<file path="config.mk">
export PLATFORM = sky130hd
export DESIGN_NAME = caches
export DESIGN_NICKNAME = d
export VERILOG_FILES = /design/src/cpu_types_pkg.sv /design/src/caches.sv /design/src/dcache.sv /design/src/icache.sv /design/src/memory_arbiter.sv
export SDC_FILE = /design/constraint.sdc
export NUM_CORES = 2
export LEC_CHECK = 0
export BUFFER_PORTS_ARGS = -buffer_cell sky130_fd_sc_hd__buf_4
export CAP_MARGIN = 5
export CORE_MARGIN = 1
export CORE_UTILIZATION = 53
export DETAILED_ROUTE_END_ITERATION = 10
export PLACE_DENSITY_LB_ADDON = 0.05
export SYNTH_ARGS = -nofsm -noshare
export SYNTH_HDL_FRONTEND = slang
export SYNTH_SLANG_ARGS = --single-unit
</file>
<file path="constraint.sdc">
create_clock -name CLK -period 8.67 [get_ports CLK]
set_clock_uncertainty 0.05 [all_clocks]
set_input_delay 2.1675 -clock CLK [delete_from_list [all_inputs] [get_ports CLK]]
set_output_delay 2.1675 -clock CLK [all_outputs]
set_load 0.02 [all_outputs]
</file>
<file path="src/cpu_types_pkg.sv">
`default_nettype none

package cpu_types_pkg;

  // machine word, used for data and byte addresses
  typedef logic [31:0] word_t;

  // address split for a direct mapped cache of one-word frames
  localparam int TAG_W  = 26;
  localparam int IDX_W  = 4;
  localparam int BOFF_W = 2;

  // frames per cache follow from the index width
  localparam int FRAME_COUNT = 2 ** IDX_W;

  // field view of a byte address
  typedef struct packed {
    logic [TAG_W-1:0]  tag;
    logic [IDX_W-1:0]  idx;
    logic [BOFF_W-1:0] byte_off;
  } addr_fields_t;

  // raw word toward memory, fields inside the caches
  typedef union packed {
    word_t        raw;
    addr_fields_t f;
  } cache_addr_u;

  // one cache frame, 59 bits
  typedef struct packed {
    logic             valid;
    logic [TAG_W-1:0] tag;
    word_t            data;
  } cache_frame_t;

  // datapath side of the instruction cache
  typedef struct packed {
    logic  ren;
    word_t addr;
  } icache_req_t;

  typedef struct packed {
    logic  hit;
    word_t load;
  } icache_rsp_t;

  // datapath side of the data cache
  typedef struct packed {
    logic  ren;
    logic  wen;
    word_t addr;
    word_t store;
  } dcache_req_t;

  typedef struct packed {
    logic  hit;
    word_t load;
  } dcache_rsp_t;

  // memory request, cache to arbiter and arbiter to RAM
  typedef struct packed {
    logic  ren;
    logic  wen;
    word_t addr;
    word_t store;
  } mem_req_t;

  // arbiter back to one cache, stall is the memory wait level
  typedef struct packed {
    logic  stall;
    word_t load;
  } mem_rsp_t;

  // RAM back to the arbiter
  typedef struct packed {
    logic  busy;
    word_t load;
  } ram_rsp_t;

endpackage

`default_nettype wire

</file>
<file path="src/caches.sv">
`timescale 1ns/100ps
`default_nettype none

module caches (
  input  wire logic                       CLK,
  input  wire logic                       nRST,
  input  wire cpu_types_pkg::icache_req_t ireq,
  output cpu_types_pkg::icache_rsp_t      irsp,
  input  wire cpu_types_pkg::dcache_req_t dreq,
  output cpu_types_pkg::dcache_rsp_t      drsp,
  output cpu_types_pkg::mem_req_t         ram_req,
  input  wire cpu_types_pkg::ram_rsp_t    ram_rsp
);

  // cache to arbiter links
  cpu_types_pkg::mem_req_t icache_mreq;
  cpu_types_pkg::mem_rsp_t icache_mrsp;
  cpu_types_pkg::mem_req_t dcache_mreq;
  cpu_types_pkg::mem_rsp_t dcache_mrsp;

  icache i_icache (
    .CLK  (CLK),
    .nRST (nRST),
    .dreq (ireq),
    .drsp (irsp),
    .mreq (icache_mreq),
    .mrsp (icache_mrsp)
  );

  dcache i_dcache (
    .CLK  (CLK),
    .nRST (nRST),
    .dreq (dreq),
    .drsp (drsp),
    .mreq (dcache_mreq),
    .mrsp (dcache_mrsp)
  );

  // single RAM port shared by both misses
  memory_arbiter i_arbiter (
    .ireq    (icache_mreq),
    .dreq    (dcache_mreq),
    .irsp    (icache_mrsp),
    .drsp    (dcache_mrsp),
    .ram_req (ram_req),
    .ram_rsp (ram_rsp)
  );

endmodule

`default_nettype wire

</file>
<file path="src/dcache.sv">
`timescale 1ns/100ps
`default_nettype none

module dcache (
  input  wire logic                       CLK,
  input  wire logic                       nRST,
  input  wire cpu_types_pkg::dcache_req_t dreq,
  output cpu_types_pkg::dcache_rsp_t      drsp,
  output cpu_types_pkg::mem_req_t         mreq,
  input  wire cpu_types_pkg::mem_rsp_t    mrsp
);

  // idle, read refill, write-through
  typedef enum logic [1:0] {
    IDLE   = 2'd0,
    REFILL = 2'd1,
    WRITE  = 2'd2
  } state_t;

  cpu_types_pkg::cache_frame_t [cpu_types_pkg::FRAME_COUNT-1:0] frames, frames_nxt;
  cpu_types_pkg::cache_addr_u addr;
  cpu_types_pkg::cache_addr_u addr_reg;
  state_t state, state_nxt;
  logic   match;
  logic   fill;
  logic   wr_done;
  logic   rd_hit;

  assign addr.raw = dreq.addr;

  // frame holds the requested address
  assign match = frames[addr.f.idx].valid
                 & (frames[addr.f.idx].tag == addr.f.tag);

  // completion of either memory access
  assign fill    = (state == REFILL) & ~mrsp.stall;
  assign wr_done = (state == WRITE) & ~mrsp.stall;

  // read hit only, a pending write must not see it
  assign rd_hit = ~fill & ~dreq.wen & match;

  always_comb begin
    // write completion pulses hit for one cycle
    drsp.hit  = rd_hit | wr_done;
    drsp.load = frames[addr.f.idx].data;
  end

  always_comb begin
    mreq       = '0;
    mreq.ren   = (state == REFILL);
    mreq.wen   = (state == WRITE);
    mreq.addr  = addr_reg.raw;
    // store word is held by the datapath until hit
    mreq.store = dreq.store;
  end

  always_comb begin
    frames_nxt = frames;
    if (fill) begin
      frames_nxt[addr.f.idx].valid = 1'b1;
      frames_nxt[addr.f.idx].tag   = addr.f.tag;
      frames_nxt[addr.f.idx].data  = mrsp.load;
    end else if (wr_done && match) begin
      // write-through also updates a present frame
      // a write miss leaves the array alone
      frames_nxt[addr.f.idx].data = dreq.store;
    end
  end

  always_comb begin
    state_nxt = state;
    case (state)
      IDLE: begin
        // writes always go to memory
        if (dreq.wen) begin
          state_nxt = WRITE;
        end else if (dreq.ren && !rd_hit) begin
          state_nxt = REFILL;
        end
      end
      REFILL: begin
        if (!mrsp.stall) begin
          state_nxt = IDLE;
        end
      end
      WRITE: begin
        if (!mrsp.stall) begin
          state_nxt = IDLE;
        end
      end
      default: state_nxt = IDLE;
    endcase
  end

  always_ff @(posedge CLK, negedge nRST) begin
    if (!nRST) begin
      state    <= IDLE;
      addr_reg <= '0;
      frames   <= '0;
    end else begin
      state    <= state_nxt;
      addr_reg <= addr;
      frames   <= frames_nxt;
    end
  end

endmodule

`default_nettype wire

</file>
<file path="src/icache.sv">
`timescale 1ns/100ps
`default_nettype none

module icache (
  input  wire logic                       CLK,
  input  wire logic                       nRST,
  input  wire cpu_types_pkg::icache_req_t dreq,
  output cpu_types_pkg::icache_rsp_t      drsp,
  output cpu_types_pkg::mem_req_t         mreq,
  input  wire cpu_types_pkg::mem_rsp_t    mrsp
);

  // two-state refill controller
  typedef enum logic {
    IDLE   = 1'b0,
    REFILL = 1'b1
  } state_t;

  cpu_types_pkg::cache_frame_t [cpu_types_pkg::FRAME_COUNT-1:0] frames, frames_nxt;
  cpu_types_pkg::cache_addr_u addr;
  cpu_types_pkg::cache_addr_u addr_reg;
  state_t state, state_nxt;
  logic   fill;
  logic   hit;

  // fetch address seen through its fields
  assign addr.raw = dreq.addr;

  // refill completes when memory drops stall
  assign fill = (state == REFILL) & ~mrsp.stall;

  // hit needs a valid frame with matching tag
  // held low while the frame is being written
  assign hit = ~fill & frames[addr.f.idx].valid
               & (frames[addr.f.idx].tag == addr.f.tag);

  always_comb begin
    drsp.hit  = hit;
    drsp.load = frames[addr.f.idx].data;
  end

  // read only toward memory
  always_comb begin
    mreq       = '0;
    mreq.ren   = (state == REFILL);
    mreq.addr  = addr_reg.raw;
  end

  always_comb begin
    frames_nxt = frames;
    // write tag, data and valid on the completion edge
    if (fill) begin
      frames_nxt[addr.f.idx].valid = 1'b1;
      frames_nxt[addr.f.idx].tag   = addr.f.tag;
      frames_nxt[addr.f.idx].data  = mrsp.load;
    end
  end

  always_comb begin
    state_nxt = state;
    case (state)
      IDLE: begin
        // miss starts a refill
        if (dreq.ren && !hit) begin
          state_nxt = REFILL;
        end
      end
      REFILL: begin
        if (!mrsp.stall) begin
          state_nxt = IDLE;
        end
      end
      default: state_nxt = IDLE;
    endcase
  end

  always_ff @(posedge CLK, negedge nRST) begin
    if (!nRST) begin
      state    <= IDLE;
      addr_reg <= '0;
      frames   <= '0;
    end else begin
      state    <= state_nxt;
      // address follows the datapath every cycle
      addr_reg <= addr;
      frames   <= frames_nxt;
    end
  end

endmodule

`default_nettype wire

</file>
<file path="src/memory_arbiter.sv">
`timescale 1ns/100ps
`default_nettype none

module memory_arbiter (
  input  wire cpu_types_pkg::mem_req_t ireq,
  input  wire cpu_types_pkg::mem_req_t dreq,
  output cpu_types_pkg::mem_rsp_t      irsp,
  output cpu_types_pkg::mem_rsp_t      drsp,
  output cpu_types_pkg::mem_req_t      ram_req,
  input  wire cpu_types_pkg::ram_rsp_t ram_rsp
);

  logic d_active;
  logic i_active;
  logic d_grant;
  logic i_grant;

  // a cache is requesting when either enable is up
  assign d_active = dreq.ren | dreq.wen;
  assign i_active = ireq.ren | ireq.wen;

  // data cache first, instruction cache only when data is quiet
  assign d_grant = d_active;
  assign i_grant = i_active & ~d_active;

  // forward the winner to the RAM port
  always_comb begin
    if (d_grant) begin
      ram_req = dreq;
    end else if (i_grant) begin
      ram_req = ireq;
    end else begin
      // idle port, both enables low
      ram_req = '0;
    end
  end

  // stall drops only for the granted cache once RAM is free
  // losing or idle cache sees stall high
  always_comb begin
    drsp.stall = ~(d_grant & ~ram_rsp.busy);
    drsp.load  = ram_rsp.load;
  end

  always_comb begin
    irsp.stall = ~(i_grant & ~ram_rsp.busy);
    irsp.load  = ram_rsp.load;
  end

endmodule

`default_nettype wire

</file>
---- Word-level counts from Yosys, hierarchy flattened ----
Cells that the tools add are included.
cells by class
  equal/unequal tests ..................... 6
  reductions and logical operators ........ 11
  magnitude comparators ................... 4
  multiplexer cells ....................... 34
  bitwise gates (word level) .............. 19
operator list
  kind                                                                                  number
  944-bit bitwise mux                                                                   7
  944-bit two-way mux                                                                   2
  59-bit demux with 4-bit select                                                        6
  59-bit binary-select mux with 4-bit select                                            2
  59-bit two-way mux                                                                    4
  66-bit two-way mux                                                                    2
  58-bit two-way mux                                                                    2
  32-bit two-way mux                                                                    2
  26-bit equality test                                                                  2
  1-bit bitwise AND                                                                     11
  4-bit by 5-bit less-than comparator with 1-bit output (second input constant)         2
  4-bit by 1-bit greater-or-equal comparator with 1-bit output (second input constant)  2
  2-bit two-way mux                                                                     3
  1-bit NOT                                                                             6
  1-bit logical AND                                                                     5
  2-bit case mux with 2 select lines                                                    1
  3-bit by 2-bit != test with 1-bit output (second input constant)                      1
  2-bit by 1-bit equality test with 1-bit output (second input constant)                1
  2-bit equality test (second input constant)                                           1
  1-bit zero test                                                                       2
  2-bit zero test                                                                       1
  1-bit two-way mux                                                                     2
  2-bit by 1-bit != test with 1-bit output (second input constant)                      1
  1-bit OR                                                                              2
  other kinds (4)                                                                       4
word-level totals
  output and inout port bits .............. 132
  logic and storage cells ................. 174
  register bits after elaboration ......... 1955
  input bits .............................. 134

---- Longest topological paths before layout ----
  word-level depth ........................ 13
  mapped depth ............................ 15
  gate-level depth less buffers ........... 9

---- Cells and area by module ----
From an unflattened synthesis, not the netlist that was laid out.
second synthesis, totals
  cells, all modules ...................... 6226
  area total of the unflattened synthesis .. 90598.1 µm²
by module, submodules not included
  module          instances  area an instance (µm²)  cells an instance  seq. area each (µm²)
  dcache          1          44840.5                 2960               24473.5
  icache          1          44119.8                 2967               24448.4
  memory_arbiter  1          1637.8                  299                0.0

---- Worst setup path after synthesis ----
Ideal clock, no wire load.
  path kind ............................... input -> output
  from .................................... input port ireq[2] in the netlist's numbering
  to ...................................... output port irsp[22] in the netlist's numbering
  required time ........................... 6.452 ns
  stages .................................. 8
  buffers on the path ..................... 6
  arrival ................................. 5.478 ns
  slack ................................... 0.974 ns
  cell sequence ........................... clkbuf_1 -> buf_2 -> buf_2 -> clkbuf_1 -> buf_1 -> buf_1 -> mux4_2 -> mux4_2
RTL lines
  element             RTL line     RTL
  start: declaration  caches.sv:7  input wire cpu_types_pkg::icache_req_t ireq,
  end: declaration    caches.sv:8  output cpu_types_pkg::icache_rsp_t irsp,

==> results by stage <==
Clock tree:
- The cell chosen for the clock root is sky130_fd_sc_hd__clkbuf_16.
- The H-tree was split into 4 levels.
- TritonCTS built the clock tree.
- The number of gates resized after cts is 0.
- The total CTS buffers is 206.
- The count of hold buffers inserted by post-cts repair is 0.
- The clock slew seen by the registers of the worst setup and hold paths is 0.05 ns.
- No sink is reached through more buffers than the 3 on the longest clock path.
- In this run the post-CTS setup repair buffer count came out at 0.
- The insertion delay to the later sink of the worst-skew pair is 0.84 ns.
- For this design, the sink count on the clock tree is 1955.

Synthesis:
- The average instance area after synthesis is 15.6 um^2.
- Of the synthesized area, sequential elements account for 0.556.
- The commonest cells after synthesis are sky130_fd_sc_hd__dfrtp_1 (1955), sky130_fd_sc_hd__mux2_2 (1759), sky130_fd_sc_hd__mux4_2 (519).
- The most frequently used cell type in the post-synthesis netlist is sky130_fd_sc_hd__dfrtp_1.
- The cell type with the highest aggregate area in the netlist is sky130_fd_sc_hd__dfrtp_1.
- The fraction of post-synthesis cell area in the top cell type by area is 0.556.
- In the synthesized netlist, the number of instances is 5657.
- The register bit total from synthesis is 1955.
- The number of warnings printed during yosys synthesis is 0.
- For this run, the leading register cell type out of synthesis is sky130_fd_sc_hd__dfrtp_1.
- By area the synthesized netlist is led by sky130_fd_sc_hd__dfrtp_1 (56%), sky130_fd_sc_hd__mux2_2 (23%), sky130_fd_sc_hd__mux4_2 (13%).
- Synthesis produced a netlist with a net count of 5795.
- After synthesis the cells add up to 88000 um^2.
- The netlist uses 61 different library cells.
- The number of synthesized flops with an enable pin is 0.
- Of all flip-flops after synthesis, the portion carrying an async set or reset was 1.00.

Timing:
- The number of hold violations in the final report is 0.
- After routing, the total negative slack on setup checks comes to 0 ns.
- The share of the clock period used by the worst path is 0.915.
- Headroom to the max-slew limit came out at 0.244.
- Setup repair after global routing left no endpoint under its margin.
- The smallest clock period supported by the final layout is computed as 7.93 ns.
- Timing would allow up to 0.126 GHz.
- Setup violations remaining at the end of the flow were counted as 0.
- The count of pins over their slew limit is 0.
- For the pin with the worst max-slew slack, the measured transition is 1.13 ns.

Global route:
- For this run, global-route usage on met1 was measured as 0.399.
- The global-route wire length before repair is 353 mm.
- The number of global-route vias before repair is 52800.
- The met3 global-route usage is 0.0567.
- The initial antenna violation count is 23.
- met2 is the most crowded layer.
- The overall track demand over capacity in global routing is 0.284.
- The final global-route overflow total is 0.
- For met2 alone, demand over resource in global routing was 0.456.
- Entering global routing, the biggest net connects 175 pins.

Layout:
- The fraction of final layout cells with drive strength greater than 1 is 0.516.
- The post-layout net count is 5883.
- The largest registers in the layout are i_dcache.frames x944, i_icache.frames x944.
- The final cell utilization of the core is 0.601.
- Relative to the synthesized area, the layout overhead comes to 12.6%.
- The number of filler cells placed in the layout is 12700.

Worst setup path:
- The critical path in this run is classified as input pin to output port.
- The worst setup path is captured at an output port.
- The critical path goes through buf_8, buf_4, mux4_2, a22oi_1, a21oi_1, or4_1, nor4_1, buf_4, o21ai_1, nor3_1, nand2_1, o21bai_1, buf_4.
- The cell with the most instances on the worst path is sky130_fd_sc_hd__buf_4.
- The required time reported for the critical path endpoint is 6.45 ns.
- The top cell family by delay on the critical path is simple AND/OR/NAND/NOR gates.
- For this run, the slowest stage of the critical path takes 0.53 ns.
- The worst setup path is launched from an input pin.
- Data arrives at the worst endpoint at 5.72 ns.
- The worst-path cell with the longest stage delay is sky130_fd_sc_hd__mux4_2.
- The largest fanout of any net on the critical path is 46.
- The buffer and inverter count on the worst path is 4.

Floorplanning:
- The die covers 168000 um^2.
- The cell row count is 149.
- The die is 410 um tall.
- The starting utilization of the core area is 0.533.
- The horizontal die dimension is 410 um.
- The I/O pin total is 266.
- The core outline area is 165000 um^2.

Route:
- Once detail routing completed, the nets flagged for antenna violations numbered 0.
- Wires add up to 233 mm.
- Summing over every cut layer, the via total after detailed routing is 50100.
- The starting DRC count in detailed routing is 3704.
- The ratio of routed vias to standard cells is 6.19.
- For this run, design rule violations remaining after detail routing come to 72.
- The detailed-route wire length per cell is 28.7 um.
- The first-pass detailed-route iteration total is 10.

Flow run:
- The reported max-cap violation count is 0.

Power and ir drop:
- The analysis attributes to cell leakage a power of 46.9 nW.
- The ratio of total power to cell area is 286 nW/um^2.
- The peak ir drop on the vdd network is 229 uV.

Placement:
- The quantity of I/O buffers inserted on ports is 265.
- The post-detailed-placement half-perimeter wirelength is 133 mm.
- The placer congestion estimate is 0.855.

Outcome:
- The run finished, with violations left.
- The final reports fail on DRC.

Hold path:
- The type of the tightest min-delay check is flip-flop to flip-flop.
==> metrics by stage <==
step                      std cells  power, mW  cell area, um^2  hold slack (ns)  setup slack (ns)
after floorplan                5657       17.3            88000            0.379             0.974
after global placement         7726       19.3            92200            0.394             0.609
after detailed placement       7726       19.5            92200            0.398             0.702
after CTS                      8093       28.6            99100            0.411             0.698
after global routing           8094       29.7            99100            0.424             0.400
final                          8100       28.4            99100            0.409             0.737
==> cell type report <==
| cell class | count | area [um^2] | area share |
|---|---|---|---|
| flip-flops and latches | 1955 | 48900 | 0.494 |
| multi-input cells | 3175 | 37300 | 0.376 |
| clock buffers | 316 | 6200 | 0.0625 |
| repair buffers | 386 | 3170 | 0.0320 |
| well taps | 2189 | 2740 | 0.0276 |
| clock inverters | 51 | 733 | 0.00740 |
| inverters | 21 | 81.3 | 0.000821 |
| diodes | 7 | 17.5 | 0.000177 |
==> power by group <==
part	internal, mW	leakage [nW]	total (mW)	switching (mW)
combinational	3.69	17.3	6.42	2.73
clock	5.39	3.41	9.02	3.64
sequential	11.7	26.2	12.9	1.23
==> final timing paths <==
path,startpoint,endpoint,slack [ns],depth (start not counted)
max,dreq[35],drsp[32],0.74,13
max reg2reg,i_dcache.state[0],i_icache.frames[9],4.31,7
min reg2reg,i_dcache.frames[117],i_dcache.frames[117],0.41,1
min in group asynchronous,nRST,i_dcache.frames[286],1.23,1
min,i_dcache.frames[117],i_dcache.frames[117],0.41,1
max in group asynchronous,nRST,i_icache.frames[915],5.46,3
==> cell families after synthesis <==
group                    count (synthesis)  synth area share
multiplexers                          2380             0.369
flip-flops                            1955             0.556
XOR/XNOR                                37           0.00368
buffers and inverters                  527            0.0240
AND/OR/NAND/NOR                        467            0.0250
adder cells (fa/ha/maj)                  4          0.000569
AO/OA/AOI/OAI                          287            0.0214
==> placed cells by master (no fill, tap or decap), types with 17 or more instances in the layout <==
master,netlist,routed
sky130_fd_sc_hd__dfrtp_1,1955,1955
sky130_fd_sc_hd__mux2_2,1759,1759
sky130_fd_sc_hd__mux4_2,519,519
sky130_fd_sc_hd__buf_4,11,362
sky130_fd_sc_hd__nand2_1,244,235
sky130_fd_sc_hd__clkbuf_16,0,212
sky130_fd_sc_hd__o21ai_0,135,135
sky130_fd_sc_hd__mux2i_1,102,102
sky130_fd_sc_hd__clkbuf_1,359,54
sky130_fd_sc_hd__clkbuf_8,0,50
sky130_fd_sc_hd__a22o_1,41,41
sky130_fd_sc_hd__and2_1,36,36
sky130_fd_sc_hd__nor2_1,41,30
sky130_fd_sc_hd__nand2b_1,29,29
sky130_fd_sc_hd__clkinv_2,0,25
sky130_fd_sc_hd__xnor2_1,22,22
sky130_fd_sc_hd__a22oi_1,21,21
sky130_fd_sc_hd__inv_1,21,20
sky130_fd_sc_hd__bufinv_16,0,17
sky130_fd_sc_hd__buf_12,0,17
==> metal layers <==
| metal | up-vias | wire (um) |
|---|---|---|
| li1 | 21200 | - |
| met1 | 27400 | 102000 |
| met2 | 1153 | 112000 |
| met3 | 360 | 12800 |
| met4 | 12 | 5660 |
| met5 | - | 89 |
==> worst register-to-register path: stages, from the launching register on <==
cell and delay [ns]:
sky130_fd_sc_hd__dfrtp_1 0.39, sky130_fd_sc_hd__inv_1 0.15, sky130_fd_sc_hd__ha_4 0.31, sky130_fd_sc_hd__nor3b_1 0.76
sky130_fd_sc_hd__or3b_2 0.63, sky130_fd_sc_hd__nor3_2 0.79, sky130_fd_sc_hd__buf_4 0.70, sky130_fd_sc_hd__mux2_2 0.45
Power figures use the tool's default switching activity.
